===== config.mk =====
export PLATFORM = sky130hd
export DESIGN_NAME = fetch_frontend
export DESIGN_NICKNAME = d
export VERILOG_FILES = /design/src/hdl/fetch_pkg.sv /design/src/hdl/fetch_bus_if.sv /design/src/hdl/bus_wait_timer.sv /design/src/hdl/static_predictor.sv /design/src/hdl/fetch_unit.sv /design/src/hdl/fetch_stage.sv /design/src/hdl/fetch_frontend.sv
export VERILOG_INCLUDE_DIRS = /design/src /design/src/include
export SDC_FILE = /design/constraint.sdc
export NUM_CORES = 1
export LEC_CHECK = 0
export ABC_AREA = 1
export BUFFER_PORTS_ARGS = -buffer_cell sky130_fd_sc_hd__buf_2
export CORE_MARGIN = 1
export CORE_UTILIZATION = 30
export CTS_CLUSTER_SIZE = 16
export DETAILED_ROUTE_END_ITERATION = 7
export PLACE_DENSITY_LB_ADDON = 0.25
export SETUP_SLACK_MARGIN = 0.02
export SYNTH_ARGS = -nofsm -noshare
export SYNTH_HDL_FRONTEND = slang
export SYNTH_SLANG_ARGS = --single-unit
export TNS_END_PERCENT = 5

===== constraint.sdc =====
create_clock -name CLK -period 9.3 [get_ports CLK]
set_input_delay 0.93 -clock CLK [delete_from_list [all_inputs] [get_ports CLK]]
set_output_delay 0.93 -clock CLK [all_outputs]
set_load 0.03 [all_outputs]

===== src/include/fetch_defs.svh =====
// Fetch front end constants
// Reset PC and the bus wait limit for instruction reads

`ifndef FETCH_DEFS_SVH
`define FETCH_DEFS_SVH

// First instruction address after reset
`define FETCH_RESET_PC 32'h0000_0100

// Busy cycles after which an instruction read is declared faulted
`define FETCH_BUS_WAIT_MAX 8

`endif


===== src/hdl/fetch_pkg.sv =====
// Fetch front end types
// Word and opcode types, branch and JAL instruction overlays,
// fetch/execute pipeline register layout

`default_nettype none

package fetch_pkg;

    typedef logic [31:0] word_t;

    // Major opcodes the front end needs to tell apart
    typedef enum logic [6:0] {
        OTHER  = 7'b0000000,
        BRANCH = 7'b1100011,
        JALR   = 7'b1100111,
        JAL    = 7'b1101111
    } opcode_t;

    // Conditional branch format
    typedef struct packed {
        logic       imm12;
        logic [5:0] imm10_05;
        logic [4:0] rs2;
        logic [4:0] rs1;
        logic [2:0] funct3;
        logic [3:0] imm04_01;
        logic       imm11;
        opcode_t    opcode;
    } sbtype_t;

    // JAL format
    typedef struct packed {
        logic       imm20;
        logic [9:0] imm10_01;
        logic       imm11;
        logic [7:0] imm19_12;
        logic [4:0] rd;
        opcode_t    opcode;
    } ujtype_t;

    // Fetch to execute pipeline register
    typedef struct packed {
        logic  valid;
        word_t instr;
        word_t pc;
        word_t pc4;
        logic  prediction;
        word_t predicted_address;
        logic  fault_insn;
        word_t fault_addr;
    } fetch_ex_t;

endpackage

`default_nettype wire


===== src/hdl/fetch_bus_if.sv =====
// Instruction word bus
// Read enable, address, read data, busy and error flag

`timescale 1ns/100ps
`default_nettype none

interface fetch_bus_if;

    fetch_pkg::word_t addr;
    fetch_pkg::word_t rdata;
    logic             ren;
    logic             busy;
    logic             error;

    // Fetch side issues reads
    modport requester (
        output addr, ren,
        input  rdata, busy, error
    );

    // Memory side, used to reach the top-level pins
    modport memory (
        input  addr, ren,
        output rdata, busy, error
    );

endinterface

`default_nettype wire


===== src/hdl/bus_wait_timer.sv =====
// Busy cycle counter for the outstanding instruction read
// Flags expiry on the last allowed busy cycle

`timescale 1ns/100ps
`default_nettype none

`include "fetch_defs.svh"

module bus_wait_timer (
    input  logic CLK,
    input  logic nRST,
    input  logic count_en,
    input  logic clear,
    output logic expired
);

    localparam int WAIT_MAX = `FETCH_BUS_WAIT_MAX;
    localparam int CW       = $clog2(WAIT_MAX) + 1;

    logic [CW-1:0] count;

    // Busy cycle number WAIT_MAX sees a count of WAIT_MAX-1
    assign expired = count_en && (count == CW'(WAIT_MAX - 1));

    always_ff @(posedge CLK, negedge nRST) begin
        if (!nRST) begin
            count <= '0;
        end else if (clear) begin
            count <= '0;
        end else if (count_en && (count != CW'(WAIT_MAX))) begin
            // Saturates at the limit
            count <= count + 1'b1;
        end
    end

endmodule

`default_nettype wire


===== src/hdl/static_predictor.sv =====
// Static branch predictor
// Backward branches and JAL predicted taken, target is pc plus immediate

`timescale 1ns/100ps
`default_nettype none

module static_predictor (
    input  fetch_pkg::word_t pc,
    input  fetch_pkg::word_t instr,
    input  logic             valid,
    output logic             predict_taken,
    output fetch_pkg::word_t target_addr
);

    fetch_pkg::sbtype_t instr_sb;
    fetch_pkg::ujtype_t instr_uj;
    fetch_pkg::word_t   imm_sb;
    fetch_pkg::word_t   imm_uj;
    logic               is_branch;
    logic               is_jal;

    assign instr_sb = fetch_pkg::sbtype_t'(instr);
    assign instr_uj = fetch_pkg::ujtype_t'(instr);

    // Sign-extended immediates, bit 0 is always zero
    assign imm_sb = {{19{instr_sb.imm12}}, instr_sb.imm12, instr_sb.imm11,
                     instr_sb.imm10_05, instr_sb.imm04_01, 1'b0};
    assign imm_uj = {{11{instr_uj.imm20}}, instr_uj.imm20, instr_uj.imm19_12,
                     instr_uj.imm11, instr_uj.imm10_01, 1'b0};

    assign is_branch = (instr_sb.opcode == fetch_pkg::BRANCH);
    assign is_jal    = (instr_uj.opcode == fetch_pkg::JAL);

    assign target_addr = pc + (is_jal ? imm_uj : imm_sb);

    // JALR target depends on a register, so it falls through to pc+4
    // Sign bit of the branch offset marks a backward branch
    assign predict_taken = valid && (is_jal || (is_branch && instr_sb.imm12));

endmodule

`default_nettype wire


===== src/hdl/fetch_unit.sv =====
// Instruction fetch FSM
// Issues bus reads at the PC, holds a returned word across a stall,
// reports ready and fault to the fetch stage

`timescale 1ns/100ps
`default_nettype none

module fetch_unit (
    input  logic                  CLK,
    input  logic                  nRST,
    input  logic                  ireq,
    input  logic                  stall,
    input  logic                  pc_redirect,
    input  fetch_pkg::word_t      pc,
    output logic                  insn_ready,
    output logic                  insn_fault,
    output fetch_pkg::word_t      insn_out,
    input  logic                  expired,
    output logic                  count_en,
    output logic                  clear,
    fetch_bus_if.requester        bus
);

    typedef enum logic [1:0] {
        IDLE,
        REQUEST,
        HOLD
    } state_t;

    state_t           state;
    state_t           next_state;
    fetch_pkg::word_t held_word;
    logic             held_fault;
    logic             bus_done;
    logic             got_word;
    logic             got_fault;

    // A read completes on the first non-busy cycle, or times out
    assign bus_done  = (state == REQUEST) && !bus.busy;
    assign got_word  = bus_done || expired;
    assign got_fault = (bus_done && bus.error) || expired;

    assign bus.ren  = (state == REQUEST);
    assign bus.addr = pc;

    // Timer sees only busy cycles of the outstanding read
    assign count_en = (state == REQUEST) && bus.busy;
    assign clear    = (state != REQUEST) || got_word || pc_redirect;

    always_comb begin
        if (state == HOLD) begin
            insn_ready = !pc_redirect;
            insn_fault = held_fault;
            insn_out   = held_word;
        end else begin
            // A redirect discards whatever returns in the same cycle
            insn_ready = got_word && !pc_redirect;
            insn_fault = got_fault;
            insn_out   = expired ? '0 : bus.rdata;
        end
    end

    always_comb begin
        next_state = state;
        case (state)
            IDLE: begin
                if (ireq) begin
                    next_state = REQUEST;
                end
            end
            REQUEST: begin
                if (pc_redirect) begin
                    next_state = REQUEST;
                end else if (got_word && stall) begin
                    next_state = HOLD;
                end else if (!ireq) begin
                    next_state = IDLE;
                end
            end
            HOLD: begin
                // Held word is consumed in the first cycle without stall
                if (pc_redirect || !stall) begin
                    next_state = REQUEST;
                end
            end
            default: next_state = IDLE;
        endcase
    end

    always_ff @(posedge CLK, negedge nRST) begin
        if (!nRST) begin
            state <= IDLE;
        end else begin
            state <= next_state;
        end
    end

    // Word and fault captured when the read finishes under stall
    always_ff @(posedge CLK) begin
        if ((state == REQUEST) && got_word && stall) begin
            held_word  <= expired ? '0 : bus.rdata;
            held_fault <= got_fault;
        end
    end

endmodule

`default_nettype wire


===== src/hdl/fetch_stage.sv =====
// Fetch stage
// PC register, next-PC selection, fault squashing and the
// fetch/execute pipeline register

`timescale 1ns/100ps
`default_nettype none

`include "fetch_defs.svh"

module fetch_stage (
    input  logic                  CLK,
    input  logic                  nRST,
    input  logic                  stall,
    input  logic                  flush,
    input  logic                  npc_sel,
    input  fetch_pkg::word_t      brj_addr,
    output fetch_pkg::fetch_ex_t  ex_reg,
    fetch_bus_if.requester        bus
);

    fetch_pkg::word_t pc;
    fetch_pkg::word_t pc4;
    fetch_pkg::word_t npc;
    fetch_pkg::word_t insn_out;
    fetch_pkg::word_t target_addr;
    logic             ireq;
    logic             pc_redirect;
    logic             insn_ready;
    logic             insn_fault;
    logic             pred_valid;
    logic             predict_taken;
    logic             count_en;
    logic             clear;
    logic             expired;

    // No privilege or TLB suppression in this core
    assign ireq        = 1'b1;
    assign pc_redirect = npc_sel;
    assign pc4         = pc + 32'd4;

    // Faulted words are never predicted
    assign pred_valid = insn_ready && !insn_fault;

    assign npc = npc_sel       ? brj_addr
               : predict_taken ? target_addr
               : pc4;

    always_ff @(posedge CLK, negedge nRST) begin
        if (!nRST) begin
            pc <= `FETCH_RESET_PC;
        end else if (npc_sel || (insn_ready && !stall)) begin
            pc <= npc;
        end
    end

    fetch_unit u_fetch_unit (
        .CLK         (CLK),
        .nRST        (nRST),
        .ireq        (ireq),
        .stall       (stall),
        .pc_redirect (pc_redirect),
        .pc          (pc),
        .insn_ready  (insn_ready),
        .insn_fault  (insn_fault),
        .insn_out    (insn_out),
        .expired     (expired),
        .count_en    (count_en),
        .clear       (clear),
        .bus         (bus)
    );

    bus_wait_timer u_bus_wait_timer (
        .CLK      (CLK),
        .nRST     (nRST),
        .count_en (count_en),
        .clear    (clear),
        .expired  (expired)
    );

    static_predictor u_static_predictor (
        .pc            (pc),
        .instr         (insn_out),
        .valid         (pred_valid),
        .predict_taken (predict_taken),
        .target_addr   (target_addr)
    );

    always_ff @(posedge CLK, negedge nRST) begin
        if (!nRST) begin
            ex_reg <= '0;
        end else if (!stall) begin
            if (flush || !insn_ready) begin
                // Flushed entry or bubble
                ex_reg <= '0;
            end else begin
                ex_reg.valid             <= 1'b1;
                // Squashed to zero on a fault, still valid for the trap logic
                ex_reg.instr             <= insn_fault ? '0 : insn_out;
                ex_reg.pc                <= pc;
                ex_reg.pc4               <= pc4;
                ex_reg.prediction        <= predict_taken;
                ex_reg.predicted_address <= target_addr;
                ex_reg.fault_insn        <= insn_fault;
                ex_reg.fault_addr        <= pc;
            end
        end
    end

endmodule

`default_nettype wire


===== src/hdl/fetch_frontend.sv =====
// Instruction fetch front end top level
// Instruction bus and fetch/execute register brought out as plain ports

`timescale 1ns/100ps
`default_nettype none

module fetch_frontend (
    input  logic        CLK,
    input  logic        nRST,
    input  logic        stall,
    input  logic        flush,
    input  logic        npc_sel,
    input  logic [31:0] brj_addr,
    output logic [31:0] iaddr,
    output logic        iren,
    input  logic [31:0] irdata,
    input  logic        ibusy,
    input  logic        ierror,
    output logic        ex_valid,
    output logic        ex_prediction,
    output logic        ex_fault,
    output logic [31:0] ex_instr,
    output logic [31:0] ex_pc,
    output logic [31:0] ex_pc4,
    output logic [31:0] ex_pred_target,
    output logic [31:0] ex_fault_addr
);

    fetch_pkg::fetch_ex_t ex_reg;

    fetch_bus_if ibus ();

    // Memory side of the bus to the pins
    assign iaddr      = ibus.addr;
    assign iren       = ibus.ren;
    assign ibus.rdata = irdata;
    assign ibus.busy  = ibusy;
    assign ibus.error = ierror;

    fetch_stage u_fetch_stage (
        .CLK      (CLK),
        .nRST     (nRST),
        .stall    (stall),
        .flush    (flush),
        .npc_sel  (npc_sel),
        .brj_addr (brj_addr),
        .ex_reg   (ex_reg),
        .bus      (ibus)
    );

    assign ex_valid       = ex_reg.valid;
    assign ex_prediction  = ex_reg.prediction;
    assign ex_fault       = ex_reg.fault_insn;
    assign ex_instr       = ex_reg.instr;
    assign ex_pc          = ex_reg.pc;
    assign ex_pc4         = ex_reg.pc4;
    assign ex_pred_target = ex_reg.predicted_address;
    assign ex_fault_addr  = ex_reg.fault_addr;

endmodule

`default_nettype wire


Word-level counts from Yosys, hierarchy flattened

Cells that the tools add are included.

$add $sub $neg: 3
Eq/ne operators: 9
Muxes and demuxes: 15
Reduce and logical (&&, ||, !) cells: 29

Operator list:

| operator                | number |
|---|---|
| $mux W163               | 1 |
| $mux W32                | 5 |
| $add A32 B3 Y32 const B | 1 |
| $add A32 B32 Y32        | 1 |
| $mux W20                | 1 |
| $eq A7 B7 Y1 const B    | 2 |
| $logic_and A1 B1 Y1     | 13 |
| $logic_or A1 B1 Y1      | 8 |
| $mux W4                 | 2 |
| $mux W2                 | 3 |
| $pmux W2 S3             | 1 |
| $logic_not A1 Y1        | 5 |
| $add A4 B1 Y4 const B   | 1 |
| $eq A4 B3 Y1 const B    | 1 |
| $ne A2 B1 Y1 const B    | 2 |
| $ne A4 B4 Y1 const B    | 1 |
| $ne A3 B2 Y1 const B    | 1 |
| $eq A2 B1 Y1 const B    | 1 |
| $eq A2 B2 Y1 const B    | 1 |
| $logic_not A2 Y1        | 1 |
| $mux W1                 | 2 |
| $reduce_and A2 Y1       | 1 |
| $reduce_bool A2 Y1      | 1 |

Flip-flop bits (word level): 234
Input bits: 71
Output and inout port bits: 196
Logic and storage cells: 69

Depth between registers and ports, before layout

Word-level depth: 11
Depth in mapped cells: 29
Depth with buffers taken out: 28

By module

A second synthesis with hierarchy kept.

Cells, all modules: 1843
Area total of the unflattened synthesis: 12831.1 µm²

Modules (own cells, without submodules):

| module           | times used | cells each | area an instance (µm²) | sequential area each (µm²) |
|---|---|---|---|---|
| fetch_stage      | 1          | 1015       | 7876.3                 | 4030.1 |
| static_predictor | 1          | 524        | 2575.0                 | 0.0 |
| fetch_unit       | 1          | 267        | 2110.8                 | 1041.0 |
| bus_wait_timer   | 1          | 37         | 269.0                  | 100.1 |

Least setup slack after synthesis

OpenSTA, ideal clock, no wires.

Path type: input to register
From: input ibusy
To: register u_fetch_stage.pc[17]
Setup time: 0.113 ns
Arrival time: 3.560 ns
Required time: 9.187 ns
Path slack: 5.627 ns
Stages on the path: 27
Path buffers: 2
Cell sequence: inv_1 nor2_2 nand2_2 buf_6 nand3_1 nand2_1 nand3_2 inv_1 nand4_2 buf_2 nand2_1 o21ai_0 ha_1 fa_1 nand2_1 nand2_1 and2_1 nand2_1 nand2_1 nand3_1 nand2_1 nand2_1 nand2_1 nand2_2 nand3_2 nand2_1 inv_1

Word-level cells in the longest chain between the ends: 10
Elaborated cells on any way between the ends: 25
Those cells by class: add/sub (1); eq/ne (2); mux (7); reduce/logical (15)

RTL lines:

| element                                                   | line                 | source |
|---|---|---|
| start: declaration                                        | fetch_frontend.sv:17 | `input logic ibusy,` |
| branches (longest 10 deep; another with $add A32 B32 Y32) | n/a                  |  |
| end signal: assignment                                    | fetch_stage.sv:50    | `` pc <= `FETCH_RESET_PC; `` |
| end signal: assignment                                    | fetch_stage.sv:52    | `pc <= npc;` |
| end: declaration                                          | fetch_stage.sv:21    | `fetch_pkg::word_t pc;` |

Parallel ways; which one is timed is not known.
A chain may end at the register's enable or synchronous reset.

Worst setup path after layout

From: register u_fetch_stage.u_fetch_unit.state[0]
To: register u_fetch_stage.pc[15]

Word-level cells in the longest chain between the ends: 11
Elaborated cells on any way between the ends: 26
Those cells by class: add/sub (1); eq/ne (4); mux (7); reduce/logical (14)

RTL lines:

| element                                                   | line             | source |
|---|---|---|
| start: declaration                                        | fetch_unit.sv:30 | `state_t state;` |
| start signal: assignment                                  | fetch_unit.sv:94 | `state <= next_state;` |
| branches (longest 11 deep; another with $add A32 B32 Y32) | n/a              |  |

Parallel ways; which one is timed is not known.

==> flow_summary.yaml <==
timing:
  drv_slew: 0
  setup_tns_ps: 0
  finalCriticalPeriod_ps: 4986
  worst_pin_slew_ps: 1125
  max_freq_ghz: 0.2006
  fin_skew_ps: 20.81
  finalHoldViolCount: 0
  rsz0062_at_grt: "false"
  min_period_over_period_pct: 53.61
  finalSetupViolations: 0
  slew_headroom_pct: 24.97
  fin_hold_ws_ps: 444.4
power:
  peakVddDrop_uv: 159.2
  finalPower_mw: 3.593
  p_leak_nw: 7.827
  power.density_nw_per_um2: 252.2
critical_path:
  crit_type: "reg2reg"
  end_kind: "flop"
  worstPathArrival_ps: 5360
  crit_slowest_cell: "nor2_4"
  required_ps: 9680
  crit_top_cell: "nand2_1"
  cp_cell_sequence: "nor2_4, inv_2, or2_0, nand2_1, nand3_2, inv_1, nand4_2, o21ai_0, ha_1, fa_1, nand2_1, nand2_1, nand3_1, nand2_1, nand2_1, nand2_1, xor2_1, o21ai_0, o21ai_1"
  startpoint_type: "flop"
  worstPathMaxFanout: 37
  slowest_delay_ps: 600
cts:
  clock_latency_ps: 460
  clk_pin_slew_worst_paths_ps: 80
  htree_levels: 4
  post_cts.repair.setup_buffers: 0
  tritoncts: "yes"
  clockBufferDepth: 2
  cts_inserted_buffers: 17
  hold_buffers: 0
  clock_sinks: 199
  cts_root_buf: "clkbuf_16"
  cts_resized: 0
synth:
  seq_area_frac_synth_pct: 42.38
  ys_types: 45
  ys_top_cells_by_area: "dfrtp_1 (34%), nand2_1 (15%), edfxtp_1 (8.2%), inv_1 (6.8%), nor2_1 (4.4%)"
  synth.avg_cell_area_um2: 7.543
  synth_top_cell_by_area: "dfrtp_1"
  netlist.area_leader.share_pct: 34.00
  ys_warn_count: 0
  synth_fp_nets: 1715
  netlist_instances: 1610
  ys_ff_latch: 199
  syn_area_um2: 12140
floorplanning:
  core-area_um2: 39820
  ioPinCount: 267
  fp.dieArea_um2: 41290
  die_w_um: 203.2
  initial_utilization_pct: 30.50
  die_y_um: 203.2
  num_rows: 73
grt:
  antenna_found_initial: 0
  overflow: 0
  track_usage_pct: 21.71
  grt_max_degree: 97
  grt_pass1_vias: 10982
  grt_first_pass_wirelength_um: 67190
run:
  maxCapViolCount: 0
drt:
  drt-initial-drc-count: 1002
  num_vias: 11480
  routed_wl_um: 44990
  met1_length_um: 21180
  top_layer_used: "met4"
  wl_per_cell_um: 19.13
  route.met3.wl_um: 2684
  first_pass_iters: 5
  drc: 0
  drtAntennaViolNets: 0
  viasPerCell: 4.881
  wl_met2_um: 20260
layout:
  largest_reg_flops: 128
  drive_gt1_share_pct: 19.87
  n_antenna_cell: 0
  nets: 1919
  final_area_um2: 14240
  area_growth_pct: 17.30
worst_hold_path:
  hold_class: "in2async"
placed_design:
  portBuffers: 266
  place_area_um2: 13640
  dpl.hpwl_um: 33850
  place_congestion: 0.9224
run_status:
  status: "completed"
==> logic make-up (layout without fill, tap and decap cells) <==
group | Yosys count | after routing | synth area share [%]
DFF | 199 | 199 | 42.38
xor gates and xnor gates | 38 | 38 | 2.741
buffers and inverters | 318 | 535 | 11.85
AOI/OAI and AO/OA | 215 | 215 | 11.21
and+or+nand+nor | 806 | 806 | 28.26
adders and majority gates | 34 | 34 | 3.565
==> where the power goes <==
group / internal, mW / switching [mW] / total [mW]
registers: 1.00 / 0.153 / 1.16
logic: 0.456 / 1.19 / 1.64
clock network: 0.424 / 0.370 / 0.794
==> placed cells by master (no fill, tap or decap), types with 2 or more instances in the layout <==
| cell | n |
|---|---|
| a21oi_1 | 32 |
| a22o_1 | 38 |
| a32o_1 | 23 |
| and2_1 | 2 |
| buf_2 | 264 |
| buf_4 | 11 |
| bufinv_16 | 2 |
| clkbuf_16 | 17 |
| clkbuf_8 | 3 |
| clkinv_2 | 2 |
| dfrtp_1 | 165 |
| edfxtp_1 | 33 |
| ha_1 | 33 |
| inv_1 | 221 |
| inv_2 | 4 |
| inv_6 | 6 |
| nand2_1 | 497 |
| nand2_2 | 19 |
| nand3_1 | 79 |
| nand3_2 | 15 |
| nand3b_1 | 5 |
| nand4_1 | 12 |
| nor2_1 | 140 |
| nor2_2 | 3 |
| nor2_4 | 3 |
| nor3_1 | 22 |
| o21ai_0 | 92 |
| o21ai_1 | 20 |
| o21ai_2 | 2 |
| o21bai_1 | 4 |
| or2_2 | 3 |
| xnor2_1 | 6 |
| xor2_1 | 32 |
==> per-layer routing <==
metal / global-route usage (%) / vias up
met1: 31.08 / 5481
met3: 2.924 / 47
met4: 6.284 / 0
met2: 33.95 / 447
met5: 0 / -
li1: - / 5505
==> path summary, 6_finish.rpt <==
path | cells after the start | from | slack [ps] | to
setup / recovery | 19 | u_fetch_stage.u_fetch_unit.state[0] | 4310 | u_fetch_stage.pc[15]
hold / removal | 1 | nRST | 440 | u_fetch_stage.pc[0]
setup reg to reg | 19 | u_fetch_stage.u_fetch_unit.state[0] | 4310 | u_fetch_stage.pc[15]
hold reg to reg | 2 | u_fetch_stage.ex_reg[73] | 490 | u_fetch_stage.ex_reg[73]
max in group asynchronous | 2 | nRST | 7600 | u_fetch_stage.ex_reg[141]
min in group CLK | 2 | u_fetch_stage.ex_reg[73] | 490 | u_fetch_stage.ex_reg[73]
==> critical path: cells and delay by family, from the launching register on <==
kind | cells | cell delay [ps]
adder cells (fa/ha/maj) | 2 | 510
XOR/XNOR | 1 | 490
buffers and inverters | 2 | 580
AND/OR/NAND/NOR | 11 | 2110
flip-flops | 1 | 430
AO/OA/AOI/OAI | 3 | 750
==> stage by stage <==
| stage | setup WS [ps] | utilization, % | std cells |
|---|---|---|---|
| after global placement | 4406 | 34.26 | 2320 |
| final | 4314 | 35.77 | 2352 |
| after CTS | 4373 | 35.77 | 2352 |
| after detailed placement | 4404 | 34.26 | 2320 |
| after floorplan | 5627 | - | 1610 |
| after global routing | 3938 | 35.77 | 2352 |
==> layout make-up <==
| type | count | area, µm² |
|---|---|---|
| inverters | 227 | 857.1 |
| fillers | 4328 | 25580 |
| well taps | 525 | 656.9 |
| flip-flops and latches | 199 | 5146 |
| clock inverters | 11 | 132.6 |
| multi-input cells | 1093 | 5567 |
| repair buffers | 276 | 1415 |
| clock buffers | 21 | 470.5 |
==> synthesized netlist by cell type (all sizes together) <==
cell,count
nand4,13
inv,226
o21a,1
dfstp,1
o21ai,114
nand3,94
nand3b,5
a21o,1
clkinv,1
dfrtp,165
or2,4
nor2,147
nor3b,1
clkbuf,30
and2,2
buf,61
a31oi,1
xnor2,6
o21bai,4
nand2,518
xor2,32
a21oi,33
a32o,23
fa,1
edfxtp,33
ha,33
a22o,38
nor3,22
Note: power is estimated with default switching activity, not from simulation.
